<file path="src/hdl/isaPkg.sv">
// decode stage ISA definitions
`default_nettype none

package isaPkg;

   localparam int dataWidth    = 16;   // register, operand and instruction width
   localparam int regCount     = 8;
   localparam int regAddrWidth = 3;    // log2 of regCount
   localparam int opcodeWidth  = 5;    // major opcode lives in bits 15:11

   // major opcodes, 00010 and 00011 are unused and flag err
   typedef enum logic [opcodeWidth-1:0] {
      HALT   = 5'b00000,
      NOP    = 5'b00001,
      J      = 5'b00100,
      JR     = 5'b00101,
      JAL    = 5'b00110,
      JALR   = 5'b00111,
      ADDI   = 5'b01000,
      SUBI   = 5'b01001,
      XORI   = 5'b01010,
      ANDNI  = 5'b01011,
      BEQZ   = 5'b01100,
      BNEZ   = 5'b01101,
      BLTZ   = 5'b01110,
      BGEZ   = 5'b01111,
      ST     = 5'b10000,
      LD     = 5'b10001,
      SLBI   = 5'b10010,
      STU    = 5'b10011,
      ROLI   = 5'b10100,
      SLLI   = 5'b10101,
      RORI   = 5'b10110,
      SRLI   = 5'b10111,
      LBI    = 5'b11000,
      BTR    = 5'b11001,
      SHIFTR = 5'b11010,   // function in bits 1:0
      ARITHR = 5'b11011,   // function in bits 1:0
      SEQ    = 5'b11100,
      SLT    = 5'b11101,
      SLE    = 5'b11110,
      SCO    = 5'b11111
   } opcodeT;

   // ALU operations, encoded in declaration order
   typedef enum logic [3:0] {
      aluAdd, aluSub, aluXor, aluAndn,
      aluRol, aluSll, aluRor, aluSrl,
      aluSeq, aluSlt, aluSle, aluSco,
      aluBtr, aluPassB
   } aluOpT;

   typedef enum logic [1:0] {bReg = 2'b00, bImm5 = 2'b01, bImm11 = 2'b10, bZero = 2'b11} bSrcT;

   // destination field: rs 10:8, rt 7:5, rd 4:2, or fixed r7 for links
   typedef enum logic [1:0] {destRs = 2'b00, destRt = 2'b01, destRd = 2'b10, destR7 = 2'b11} destSelT;

   typedef enum logic [1:0] {wbAlu = 2'b00, wbMem = 2'b01, wbPc = 2'b10, wbImm = 2'b11} wbSelT;

   typedef enum logic [2:0] {brNone, brEqz, brNez, brLtz, brGez} brchT;

endpackage

`default_nettype wire

</file>
<file path="src/hdl/ctrlBus.sv">
// datapath select bus
`timescale 1ns/1ps
`default_nettype none

interface ctrlBus
   import isaPkg::*;
   ();

   bSrcT    bSrc;      // B operand source
   logic    zeroSel;   // zero-extend imm5/imm8 instead of sign-extend
   destSelT destSel;   // which field names the destination register
   logic    stuSel;    // store data from the Rt read, not the B path

   // control unit side
   modport source (
      output bSrc,
      output zeroSel,
      output destSel,
      output stuSel
   );

   // operand selector side
   modport sink (
      input bSrc,
      input zeroSel,
      input destSel,
      input stuSel
   );

endinterface

`default_nettype wire

</file>
<file path="src/hdl/controlUnit.sv">
// instruction control decoder
`timescale 1ns/1ps
`default_nettype none

module controlUnit
   import isaPkg::*;
   (
   input  logic [dataWidth-1:0] instruction,
   ctrlBus.source               ctrl,
   output logic                 memWrt,
   output logic                 readEn,
   output logic                 createDump,
   output logic                 SLBIsel,
   output logic                 immSrc,      // PC + imm11 for J and JAL
   output logic                 aluJmp,      // jump target comes from the ALU
   output logic                 aluPC,
   output logic                 jalSel,
   output logic                 sOpSel,      // immediate shift forms
   output logic                 Cin,
   output logic                 invA,
   output logic                 invB,
   output logic                 regWrtOut,
   output logic                 err,
   output wbSelT                wbDataSel,
   output brchT                 brchSig
   );

   opcodeT  opcode;
   logic    subFunct;   // ARITHR with function 01 is SUB
   bSrcT    bSrc;
   logic    zeroSel;
   destSelT destSel;
   logic    stuSel;

   assign opcode   = opcodeT'(instruction[15:11]);
   assign subFunct = (instruction[1:0] == 2'b01);

   always_comb begin
      // everything idles unless the opcode says otherwise
      memWrt     = 1'b0;
      createDump = 1'b0;
      SLBIsel    = 1'b0;
      immSrc     = 1'b0;
      aluJmp     = 1'b0;
      aluPC      = 1'b0;
      jalSel     = 1'b0;
      sOpSel     = 1'b0;
      Cin        = 1'b0;
      invA       = 1'b0;
      invB       = 1'b0;
      regWrtOut  = 1'b0;
      err        = 1'b0;
      wbDataSel  = wbAlu;
      brchSig    = brNone;
      bSrc       = bReg;
      zeroSel    = 1'b0;
      destSel    = destRs;
      stuSel     = 1'b0;

      case (opcode)
         HALT: createDump = 1'b1;
         NOP: ;
         J: begin
            immSrc = 1'b1;
            aluPC  = 1'b1;
         end
         JR: begin
            aluJmp = 1'b1;   // rs + imm8 computed by the ALU
            aluPC  = 1'b1;
            bSrc   = bZero;
         end
         JAL: begin
            immSrc    = 1'b1;
            aluPC     = 1'b1;
            jalSel    = 1'b1;
            regWrtOut = 1'b1;
            destSel   = destR7;   // link register
            wbDataSel = wbPc;
         end
         JALR: begin
            aluJmp    = 1'b1;
            aluPC     = 1'b1;
            jalSel    = 1'b1;
            regWrtOut = 1'b1;
            destSel   = destR7;
            wbDataSel = wbPc;
            bSrc      = bZero;
         end
         ADDI, SUBI, XORI, ANDNI: begin
            regWrtOut = 1'b1;
            destSel   = destRt;
            bSrc      = bImm5;
            invA      = (opcode == SUBI);   // imm - rs
            Cin       = (opcode == SUBI);
            zeroSel   = (opcode == XORI) || (opcode == ANDNI);   // logic ops take unsigned imm
         end
         ROLI, SLLI, RORI, SRLI: begin
            regWrtOut = 1'b1;
            destSel   = destRt;
            bSrc      = bImm5;
            sOpSel    = 1'b1;
         end
         BEQZ, BNEZ, BLTZ, BGEZ: begin
            bSrc = bZero;   // rs passes through for the zero test
            case (opcode)
               BEQZ:    brchSig = brEqz;
               BNEZ:    brchSig = brNez;
               BLTZ:    brchSig = brLtz;
               default: brchSig = brGez;
            endcase
         end
         ST: begin
            memWrt = 1'b1;
            bSrc   = bImm5;   // address = rs + imm5
            stuSel = 1'b1;
         end
         LD: begin
            regWrtOut = 1'b1;
            destSel   = destRt;
            bSrc      = bImm5;
            wbDataSel = wbMem;
         end
         STU: begin
            memWrt    = 1'b1;
            bSrc      = bImm5;
            stuSel    = 1'b1;
            regWrtOut = 1'b1;   // updated address back into rs
            destSel   = destRs;
         end
         SLBI: begin
            regWrtOut = 1'b1;
            destSel   = destRs;
            zeroSel   = 1'b1;
            SLBIsel   = 1'b1;
            wbDataSel = wbImm;
            bSrc      = bZero;
         end
         LBI: begin
            regWrtOut = 1'b1;
            destSel   = destRs;
            wbDataSel = wbImm;
            bSrc      = bZero;
         end
         BTR, SHIFTR, SCO: begin
            regWrtOut = 1'b1;
            destSel   = destRd;
         end
         ARITHR: begin
            regWrtOut = 1'b1;
            destSel   = destRd;
            invA      = subFunct;
            Cin       = subFunct;
         end
         SEQ, SLT, SLE: begin
            regWrtOut = 1'b1;
            destSel   = destRd;
            invB      = 1'b1;               // compare through rs - rt
            Cin       = (opcode != SEQ);
         end
         default: err = 1'b1;   // 00010, 00011
      endcase
   end

   assign readEn = (wbDataSel == wbMem);   // only loads touch memory for read

   assign ctrl.bSrc    = bSrc;
   assign ctrl.zeroSel = zeroSel;
   assign ctrl.destSel = destSel;
   assign ctrl.stuSel  = stuSel;

endmodule

`default_nettype wire

</file>
<file path="src/hdl/aluOpDecode.sv">
// ALU operation decoder
`timescale 1ns/1ps
`default_nettype none

module aluOpDecode
   import isaPkg::*;
   (
   input  logic [dataWidth-1:0] instruction,
   output aluOpT                aluOp
   );

   opcodeT     opcode;
   logic [1:0] funct;   // R-format function field

   assign opcode = opcodeT'(instruction[15:11]);
   assign funct  = instruction[1:0];

   always_comb begin
      case (opcode)
         ADDI:  aluOp = aluAdd;
         SUBI:  aluOp = aluSub;
         XORI:  aluOp = aluXor;
         ANDNI: aluOp = aluAndn;
         ROLI:  aluOp = aluRol;
         SLLI:  aluOp = aluSll;
         RORI:  aluOp = aluRor;
         SRLI:  aluOp = aluSrl;
         SHIFTR: begin
            case (funct)
               2'b00:   aluOp = aluRol;
               2'b01:   aluOp = aluSll;
               2'b10:   aluOp = aluRor;
               default: aluOp = aluSrl;
            endcase
         end
         ARITHR: begin
            case (funct)
               2'b00:   aluOp = aluAdd;
               2'b01:   aluOp = aluSub;
               2'b10:   aluOp = aluXor;
               default: aluOp = aluAndn;
            endcase
         end
         SEQ: aluOp = aluSeq;
         SLT: aluOp = aluSlt;
         SLE: aluOp = aluSle;
         SCO: aluOp = aluSco;
         BTR: aluOp = aluBtr;
         // address and compare forms all run rs + B
         LD, ST, STU, BEQZ, BNEZ, BLTZ, BGEZ, JR, JALR: aluOp = aluAdd;
         default: aluOp = aluPassB;   // J, JAL, LBI, SLBI, HALT, NOP, illegal
      endcase
   end

endmodule

`default_nettype wire

</file>
<file path="src/hdl/regFile.sv">
// register file, two read one write
`timescale 1ns/1ps
`default_nettype none

module regFile
   import isaPkg::*;
   (
   input  logic                    clk,
   input  logic                    rstN,
   input  logic [regAddrWidth-1:0] rdAddrA,   // rs field
   input  logic [regAddrWidth-1:0] rdAddrB,   // rt field
   input  logic [regAddrWidth-1:0] wrAddr,
   input  logic [dataWidth-1:0]    wrData,
   input  logic                    wrEn,
   output logic [dataWidth-1:0]    rdDataA,
   output logic [dataWidth-1:0]    rdDataB
   );

   logic [dataWidth-1:0] regs [regCount];

   // write lands on the edge, visible to reads the cycle after
   always_ff @(posedge clk) begin
      if (!rstN) begin
         for (int i = 0; i < regCount; i++) begin
            regs[i] <= '0;
         end
      end else if (wrEn) begin
         regs[wrAddr] <= wrData;
      end
   end

   // asynchronous reads, old value on a same-cycle write
   assign rdDataA = regs[rdAddrA];
   assign rdDataB = regs[rdAddrB];

endmodule

`default_nettype wire

</file>
<file path="src/hdl/operandSelect.sv">
// immediates and operand muxes
`timescale 1ns/1ps
`default_nettype none

module operandSelect
   import isaPkg::*;
   (
   input  logic [dataWidth-1:0]    instruction,
   input  logic [dataWidth-1:0]    regB,        // rt read
   ctrlBus.sink                    ctrl,
   output logic [dataWidth-1:0]    inB,
   output logic [dataWidth-1:0]    wrtData,
   output logic [dataWidth-1:0]    imm8,
   output logic [dataWidth-1:0]    imm11,
   output logic [regAddrWidth-1:0] wrtRegOut
   );

   logic [dataWidth-1:0] imm5;

   // zeroSel only affects the short immediates
   assign imm5  = ctrl.zeroSel ? {11'b0, instruction[4:0]}
                               : {{11{instruction[4]}}, instruction[4:0]};
   assign imm8  = ctrl.zeroSel ? {8'b0, instruction[7:0]}
                               : {{8{instruction[7]}}, instruction[7:0]};
   assign imm11 = {{5{instruction[10]}}, instruction[10:0]};   // always signed

   always_comb begin
      case (ctrl.bSrc)
         bReg:    inB = regB;
         bImm5:   inB = imm5;
         bImm11:  inB = imm11;   // kept for a full mux, not chosen today
         default: inB = '0;
      endcase
   end

   // ST and STU store the rt value, otherwise mirror inB
   assign wrtData = ctrl.stuSel ? regB : inB;

   always_comb begin
      case (ctrl.destSel)
         destRs:  wrtRegOut = instruction[10:8];
         destRt:  wrtRegOut = instruction[7:5];
         destRd:  wrtRegOut = instruction[4:2];
         default: wrtRegOut = 3'd7;   // link register for JAL/JALR
      endcase
   end

endmodule

`default_nettype wire

</file>
<file path="src/hdl/decode.sv">
// decode stage top level
`timescale 1ns/1ps
`default_nettype none

module decode
   import isaPkg::*;
   (
   input  logic                    clk,
   input  logic                    rstN,
   input  logic [dataWidth-1:0]    instruction,
   input  logic [dataWidth-1:0]    wbData,      // write-back value
   input  logic                    regWrt,      // write-back enable
   input  logic [regAddrWidth-1:0] wrtReg,      // write-back target
   output logic [dataWidth-1:0]    imm8,
   output logic [dataWidth-1:0]    imm11,
   output logic [dataWidth-1:0]    inA,
   output logic [dataWidth-1:0]    inB,
   output logic [dataWidth-1:0]    wrtData,
   output aluOpT                   aluOp,
   output brchT                    brchSig,
   output wbSelT                   wbDataSel,
   output logic [regAddrWidth-1:0] wrtRegOut,
   output logic                    aluJmp,
   output logic                    SLBIsel,
   output logic                    createDump,
   output logic                    memWrt,
   output logic                    Cin,
   output logic                    invA,
   output logic                    invB,
   output logic                    immSrc,
   output logic                    jalSel,
   output logic                    sOpSel,
   output logic                    readEn,
   output logic                    aluPC,
   output logic                    regWrtOut,
   output logic                    err           // illegal opcode only
   );

   logic [dataWidth-1:0] regB;   // rt read, feeds B mux and store data

   ctrlBus ctrlIf ();

   controlUnit u_ctrl (
      .instruction (instruction), .ctrl (ctrlIf.source),
      .memWrt (memWrt), .readEn (readEn), .createDump (createDump), .SLBIsel (SLBIsel),
      .immSrc (immSrc), .aluJmp (aluJmp), .aluPC (aluPC), .jalSel (jalSel),
      .sOpSel (sOpSel), .Cin (Cin), .invA (invA), .invB (invB),
      .regWrtOut (regWrtOut), .err (err), .wbDataSel (wbDataSel), .brchSig (brchSig)
   );

   aluOpDecode u_aluOp (.instruction (instruction), .aluOp (aluOp));

   regFile u_regs (
      .clk (clk), .rstN (rstN),
      .rdAddrA (instruction[10:8]), .rdAddrB (instruction[7:5]), .wrAddr (wrtReg),
      .wrData (wbData), .wrEn (regWrt), .rdDataA (inA), .rdDataB (regB)
   );

   operandSelect u_opSel (
      .instruction (instruction), .regB (regB), .ctrl (ctrlIf.sink),
      .inB (inB), .wrtData (wrtData), .imm8 (imm8), .imm11 (imm11), .wrtRegOut (wrtRegOut)
   );

endmodule

`default_nettype wire

</file>
<file path="config.mk">
export PLATFORM = sky130hd
export DESIGN_NAME = decode
export DESIGN_NICKNAME = d
export VERILOG_FILES = /design/src/hdl/isaPkg.sv /design/src/hdl/ctrlBus.sv /design/src/hdl/controlUnit.sv /design/src/hdl/aluOpDecode.sv /design/src/hdl/regFile.sv /design/src/hdl/operandSelect.sv /design/src/hdl/decode.sv
export SDC_FILE = /design/constraint.sdc
export NUM_CORES = 1
export LEC_CHECK = 0
export BUFFER_PORTS_ARGS = -buffer_cell sky130_fd_sc_hd__buf_2
export CAP_MARGIN = 20
export CORE_MARGIN = 10
export CORE_UTILIZATION = 61
export CTS_CLUSTER_DIAMETER = 30
export DETAILED_ROUTE_END_ITERATION = 16
export PLACE_DENSITY = 0.92
export SLEW_MARGIN = 20
export SYNTH_ARGS = -nofsm -noshare
export SYNTH_HDL_FRONTEND = slang
export SYNTH_SLANG_ARGS = --single-unit
</file>
<file path="constraint.sdc">
create_clock -name clk -period 4 [get_ports clk]
set_input_delay 0.8 -clock clk [delete_from_list [all_inputs] [get_ports clk]]
set_output_delay 0.8 -clock clk [all_outputs]
set_load 0.005 [all_outputs]
</file>
Yosys cells after proc, flatten, opt, wreduce, memory -nomap -nowiden
Memory sizes are Yosys's and may differ from the RTL's.
Index checks and enable logic that the tools add are counted.
Storage, ports and cells
  memories kept: 1
  register bits: 0
  bits in writable memories: 128
  output and inout port bits: 106
  word-level logic and storage cells: 95
Memory list
  u_regs.regs: depth 8, width 16, read ports 2, clocked after Yosys merged registers in 0, write ports 8, RTL line regFile.sv:19  | logic [dataWidth-1:0] regs [regCount];
Operators by class
  mux-type cells: 34
  reduce and logical (&&, ||, !) cells: 23
  equality and inequality tests: 37
Operators with widths (number)
  $eq A5 B5 Y1 const B: 16
  $mux W16: 4
  $pmux W4 S15: 1
  $pmux W16 S3: 1
  $eq A5 B4 Y1 const B: 8
  $reduce_or A30 Y1: 1
  $pmux W2 S3: 4
  $reduce_or A21 Y1: 1
  $eq A5 B3 Y1 const B: 4
  $pmux W3 S3: 2
  $mux W1: 16
  $reduce_or A16 Y1: 1
  $reduce_or A4 Y1: 4
  $reduce_or A11 Y1: 1
  $reduce_or A10 Y1: 1
  $reduce_or A2 Y1: 5
  $reduce_or A9 Y1: 1
  $eq A2 B1 Y1 const B: 4
  $reduce_or A8 Y1: 1
  $reduce_or A7 Y1: 1
  $eq A2 B2 Y1 const B: 3
  $logic_not A2 Y1: 3
  $mux W3: 2
  $eq A5 B1 Y1 const B: 1
  other kinds (7): 8

Logic depth before layout (Yosys ltp)
  word-level depth: 6
  mapped depth: 7
  mapped depth without buffers: 4

Modules after synthesis
Synthesis repeated with hierarchy kept, for this count alone.
Unflattened totals
  cells, all modules: 646
  area, all modules: 8328.0 sq um
Modules (own cells, without submodules)
  regFile: cells an instance 430, instances 1, area an instance 6876.6 sq um
  operandSelect: cells an instance 119, instances 1, area an instance 872.1 sq um
  controlUnit: cells an instance 73, instances 1, area an instance 445.4 sq um
  aluOpDecode: cells an instance 24, instances 1, area an instance 133.9 sq um

Worst setup path before layout
Ideal clock, no wire load.
  path kind: input-to-output
  start point: in instruction[11]
  end point: out imm8[10]
  buffers on the path: 3
  cell stages on the path: 5
  arrival time: 2.227 ns
  data required time: 3.200 ns
  path slack: 0.973 ns
  cells stage by stage: clkbuf_1 buf_1 o21ai_0 a21boi_0 buf_4
Between the ends
  word-level cells in the longest chain between the ends: 4
  elaborated cells between the ends (all ways): 9
  classes of those cells: eq/ne (5); mux (2); reduce/logical (2)
Ends and longest elaborated chain
  start, declared: RTL line decode.sv:10  | input logic [dataWidth-1:0] instruction,
  $eq A5 B4 Y1, on equally long branches: RTL line controlUnit.sv:60, controlUnit.sv:95
  $reduce_or A4 Y1 / $logic_or A1 B1 Y1 (equally long branches)
  $pmux W1 S2 *: RTL line controlUnit.sv:60  | case (opcode)
  $mux W16 *: RTL line operandSelect.sv:23  | assign imm8 = ctrl.zeroSel ? {8'b0, instruction[7:0]}
  end, declared: RTL line decode.sv:14  | output logic [dataWidth-1:0] imm8,
Every way passes the cells marked *; elsewhere a longest branch is shown, timed or not.

Worst setup path after layout
  start point: in instruction[5]
  end point: out wrtData[5]
Between the ends
  word-level cells in the longest chain between the ends: 3
Ends and longest elaborated chain
  $mem_v2 Z8 W16
  $pmux W16 S3: RTL line operandSelect.sv:28  | case (ctrl.bSrc)
  $mux W16 *: RTL line operandSelect.sv:37  | assign wrtData = ctrl.stuSel ? regB : inB;
  end, declared: RTL line decode.sv:18  | output logic [dataWidth-1:0] wrtData,
Marks and branches as above.

==> summary.md <==
| Metric | Value |
|---|---|
| Syn avg cell area | 12.3 um2 |
| Net switching power figure | 987 uW |
| Crit path max fanout | 31 |
| Critical Path Start Type | input pin |
| Status | completed |
| Synth Cell Area | 8000 um2 |
| Synth Register Bits | between 100 and 150 |
| Hold WC Path Type | input pin to flop |
| Cts hold-fix bufs | 0 |
| Die ar. | approximately 18000 um2 |
| Hold path cells | 2 |
| Wirelength per Cell | between 20 and 30 um |
| Peak VDD IR | ~0.00029 V |
| Filler cells | 821 |
| DRC | 0 |
| DR vias/cell | 6.62 |
| RSZ-0062 raised after global routing | no |
| Setup crit end kind | output pin |
| Starting density of the core | 0.628 |
| Final nets | 793 |
| Cell-internal power | 2890 uW |
| Clock tree sinks | 128 |
| Largest reg by FF count | u_regs.regs |
| DR vias | 6236 |
| Highest clock rate | 0.299 GHz |
| Synth warn | 0 |
| Chip Height | around 130 um |
| Antenna violations before repair | 2 |
| Clock Tree Root | clkbuf_16 |
| Destination of the worst hold path | u_regs.regs[5][11]$_SDFFCE_PN0P_ |
| Register share of total power | 0.417 |
| Clock Power Share | 0.419 |
| Total track usage | 0.266 |
| CP arrival | 2550 ps |
| Seq. cell area | 3840 um2 |
| Biggest regs | u_regs.regs (128) |
| P_leak | 0.00365 uW |
| Drt pass-1 iters | 5 |
| H-Tree Level Count | 4 |
| Comb power frac | 0.164 |
| Net Sw Frac | 0.255 |
| Post-synth net total | 688 |
| Vias in the first global route | 6370 |
| Detailed Route WL | approximately 25000 um |
| Setup TNS | 0 ps |
| Final Slew Violations | 0 |
| Origin of the worst min-delay path | wbData[11] |
| Antenna Nets Post-Route | 0 |
| Max FFs per register | 128 |
| Post-cts sizing count | 0 |
| Final Util | 0.728 |
| GP Congestion | 0.886 |
| Max cap viols | 0 |
| Multi-input logic area | 3640 um2 |
| Total chip power | 3870 uW |
| Final hold violations | 0 |
| Max Root-Sink Buffers | 2 |
| P&R area growth vs syn | 15.8% |
| Clock buffer count from CTS | 17 |
| Die Wd | 134 um |
| Worst-path clk slew | 60 ps |
| Post-synthesis sequential area ratio | 0.481 |
| First-pass GRT wire length | 37000 um |
| Max-Slew Margin vs Limit | 0.477 |
| Number of synthesized flops with an enable pin | 128 |
| Fraction of registers with async set/reset | 0 |
| Hpwl dp | between 15000 and 20000 um |
| Synth Instances | 650 |
| Worst-margin pin slew | 782 ps |
| Post-synth top flop | edfxtp_1 |
| Iter 0 DRT Violations | 757 |
| Tmin final | 3350 ps |
| Grt ovf | 0 |
| Post-synth cell types | 50 |
| Final setup viols | 0 |
| CP Class | input pin to output pin |
| Port bufs | 143 |
| CTS tree | built |
| Core area | 12700 um2 |
| CP Data Required Time | between 3000 and 4000 ps |
| I/O pin count | 144 |
| Post-CTS Setup Inserts | 0 |
| Pwr Density | 418 nW/um2 |
| Largest net degree at the start of global routing | 38 |
| Layout cells sized above 1 | 0.379 |
| Final period util | 0.837 |
| FP Rows | 41 |
[final cells by class]
cell class / count / area share
repair buffers: 168 / 0.100
well taps: 172 / 0.0232
clock buffers: 18 / 0.0464
flip-flops and latches: 128 / 0.415
clock inverters: 14 / 0.0205
multi-input cells: 437 / 0.393
inverters: 3 / 0.00122
diodes: 2 / 0.000541
[power by group through the flow]
stage | Sequential [uW] | Combinational (uW) | Clock [uW]
after CTS | 1610 | 632 | 1620
after detailed placement | 1630 | 622 | 0
after global routing | 1620 | 680 | 1670
after global placement | 1620 | 605 | 0
after floorplan | 1620 | 400 | 0
final | 1620 | 637 | 1620
[synth_stat cells, types with 2 or more instances]
cell,number,share of area
buf_1,3,0.0014
o31ai_1,2,0.0019
buf_2,15,0.0094
nand3b_1,2,0.0019
nor2_1,19,0.0089
a22o_1,3,0.0033
nand2_1,18,0.0085
edfxtp_1,128,0.48
nor3_2,2,0.0025
nor2b_1,5,0.0039
clkbuf_1,24,0.011
a31oi_1,4,0.0031
o2bb2ai_1,5,0.0055
a211oi_1,2,0.0019
mux2_2,46,0.065
o22ai_1,14,0.011
or2b_1,2,0.0019
nor3b_1,3,0.0028
o21ai_1,18,0.011
o211ai_1,5,0.0047
mux2i_1,34,0.043
a211o_1,3,0.0033
o21ai_2,11,0.012
buf_6,6,0.0085
a22oi_1,2,0.0019
nor3_1,9,0.0056
mux4_2,32,0.090
buf_4,33,0.031
nand2b_1,13,0.010
and2_1,130,0.10
a221o_1,14,0.018
inv_1,3,0.0014
a21oi_1,11,0.0069
o21ai_0,12,0.0075
o21a_1,2,0.0019
[critical path: stages]
cell,delay [ps]
buf_2,140
buf_4,450
mux2_2,410
o22ai_1,220
a221o_1,270
o21ai_1,70
buf_2,160
[kinds of logic after synthesis]
group | synth area share
AOI/OAI and AO/OA | 0.101
and+or+nand+nor | 0.154
buffers and inverters | 0.0648
xor gates and xnor gates | 0.00110
DFF | 0.481
muxes | 0.197
[per-stage QoR]
step	cells	worst slack, ps	hold slack [ps]	area, um2
floorplan	650	973	998	8000
global placement	907	628	1150	8620
detailed placement	907	577	1150	8620
CTS	939	584	743	9240
global route	942	554	763	9260
finish	942	653	740	9260
[worst max-delay path by stage]
stage | start | endpoint | slack, ps | cells after the start
finish | instruction[5] | wrtData[5] | 650 | 7
global placement | instruction[13] | inB[15] | 630 | 6
global route | instruction[11] | wrtData[7] | 550 | 6
CTS | instruction[13] | inB[15] | 580 | 6
detailed placement | instruction[13] | inB[15] | 580 | 6
floorplan | instruction[11] | imm8[10] | 970 | 5
[placed cells by master (no fill, tap or decap), types with 17 or more instances in the layout]
master,n
clkbuf_16,17
mux2i_1,34
o21ai_1,25
buf_2,143
mux4_2,32
mux2_2,46
nand2_1,18
buf_4,23
nor2_1,18
edfxtp_1,128
and2_1,130
[metal layers]
metal	global-route usage	vias to the layer above	wire, um
met4	0.138	0	992
met2	0.440	491	11800
li1	-	2636	-
met3	0.0924	81	3170
met5	0	-	0
met1	0.299	3028	8610
No activity file was read; power rests on OpenSTA's default activity.
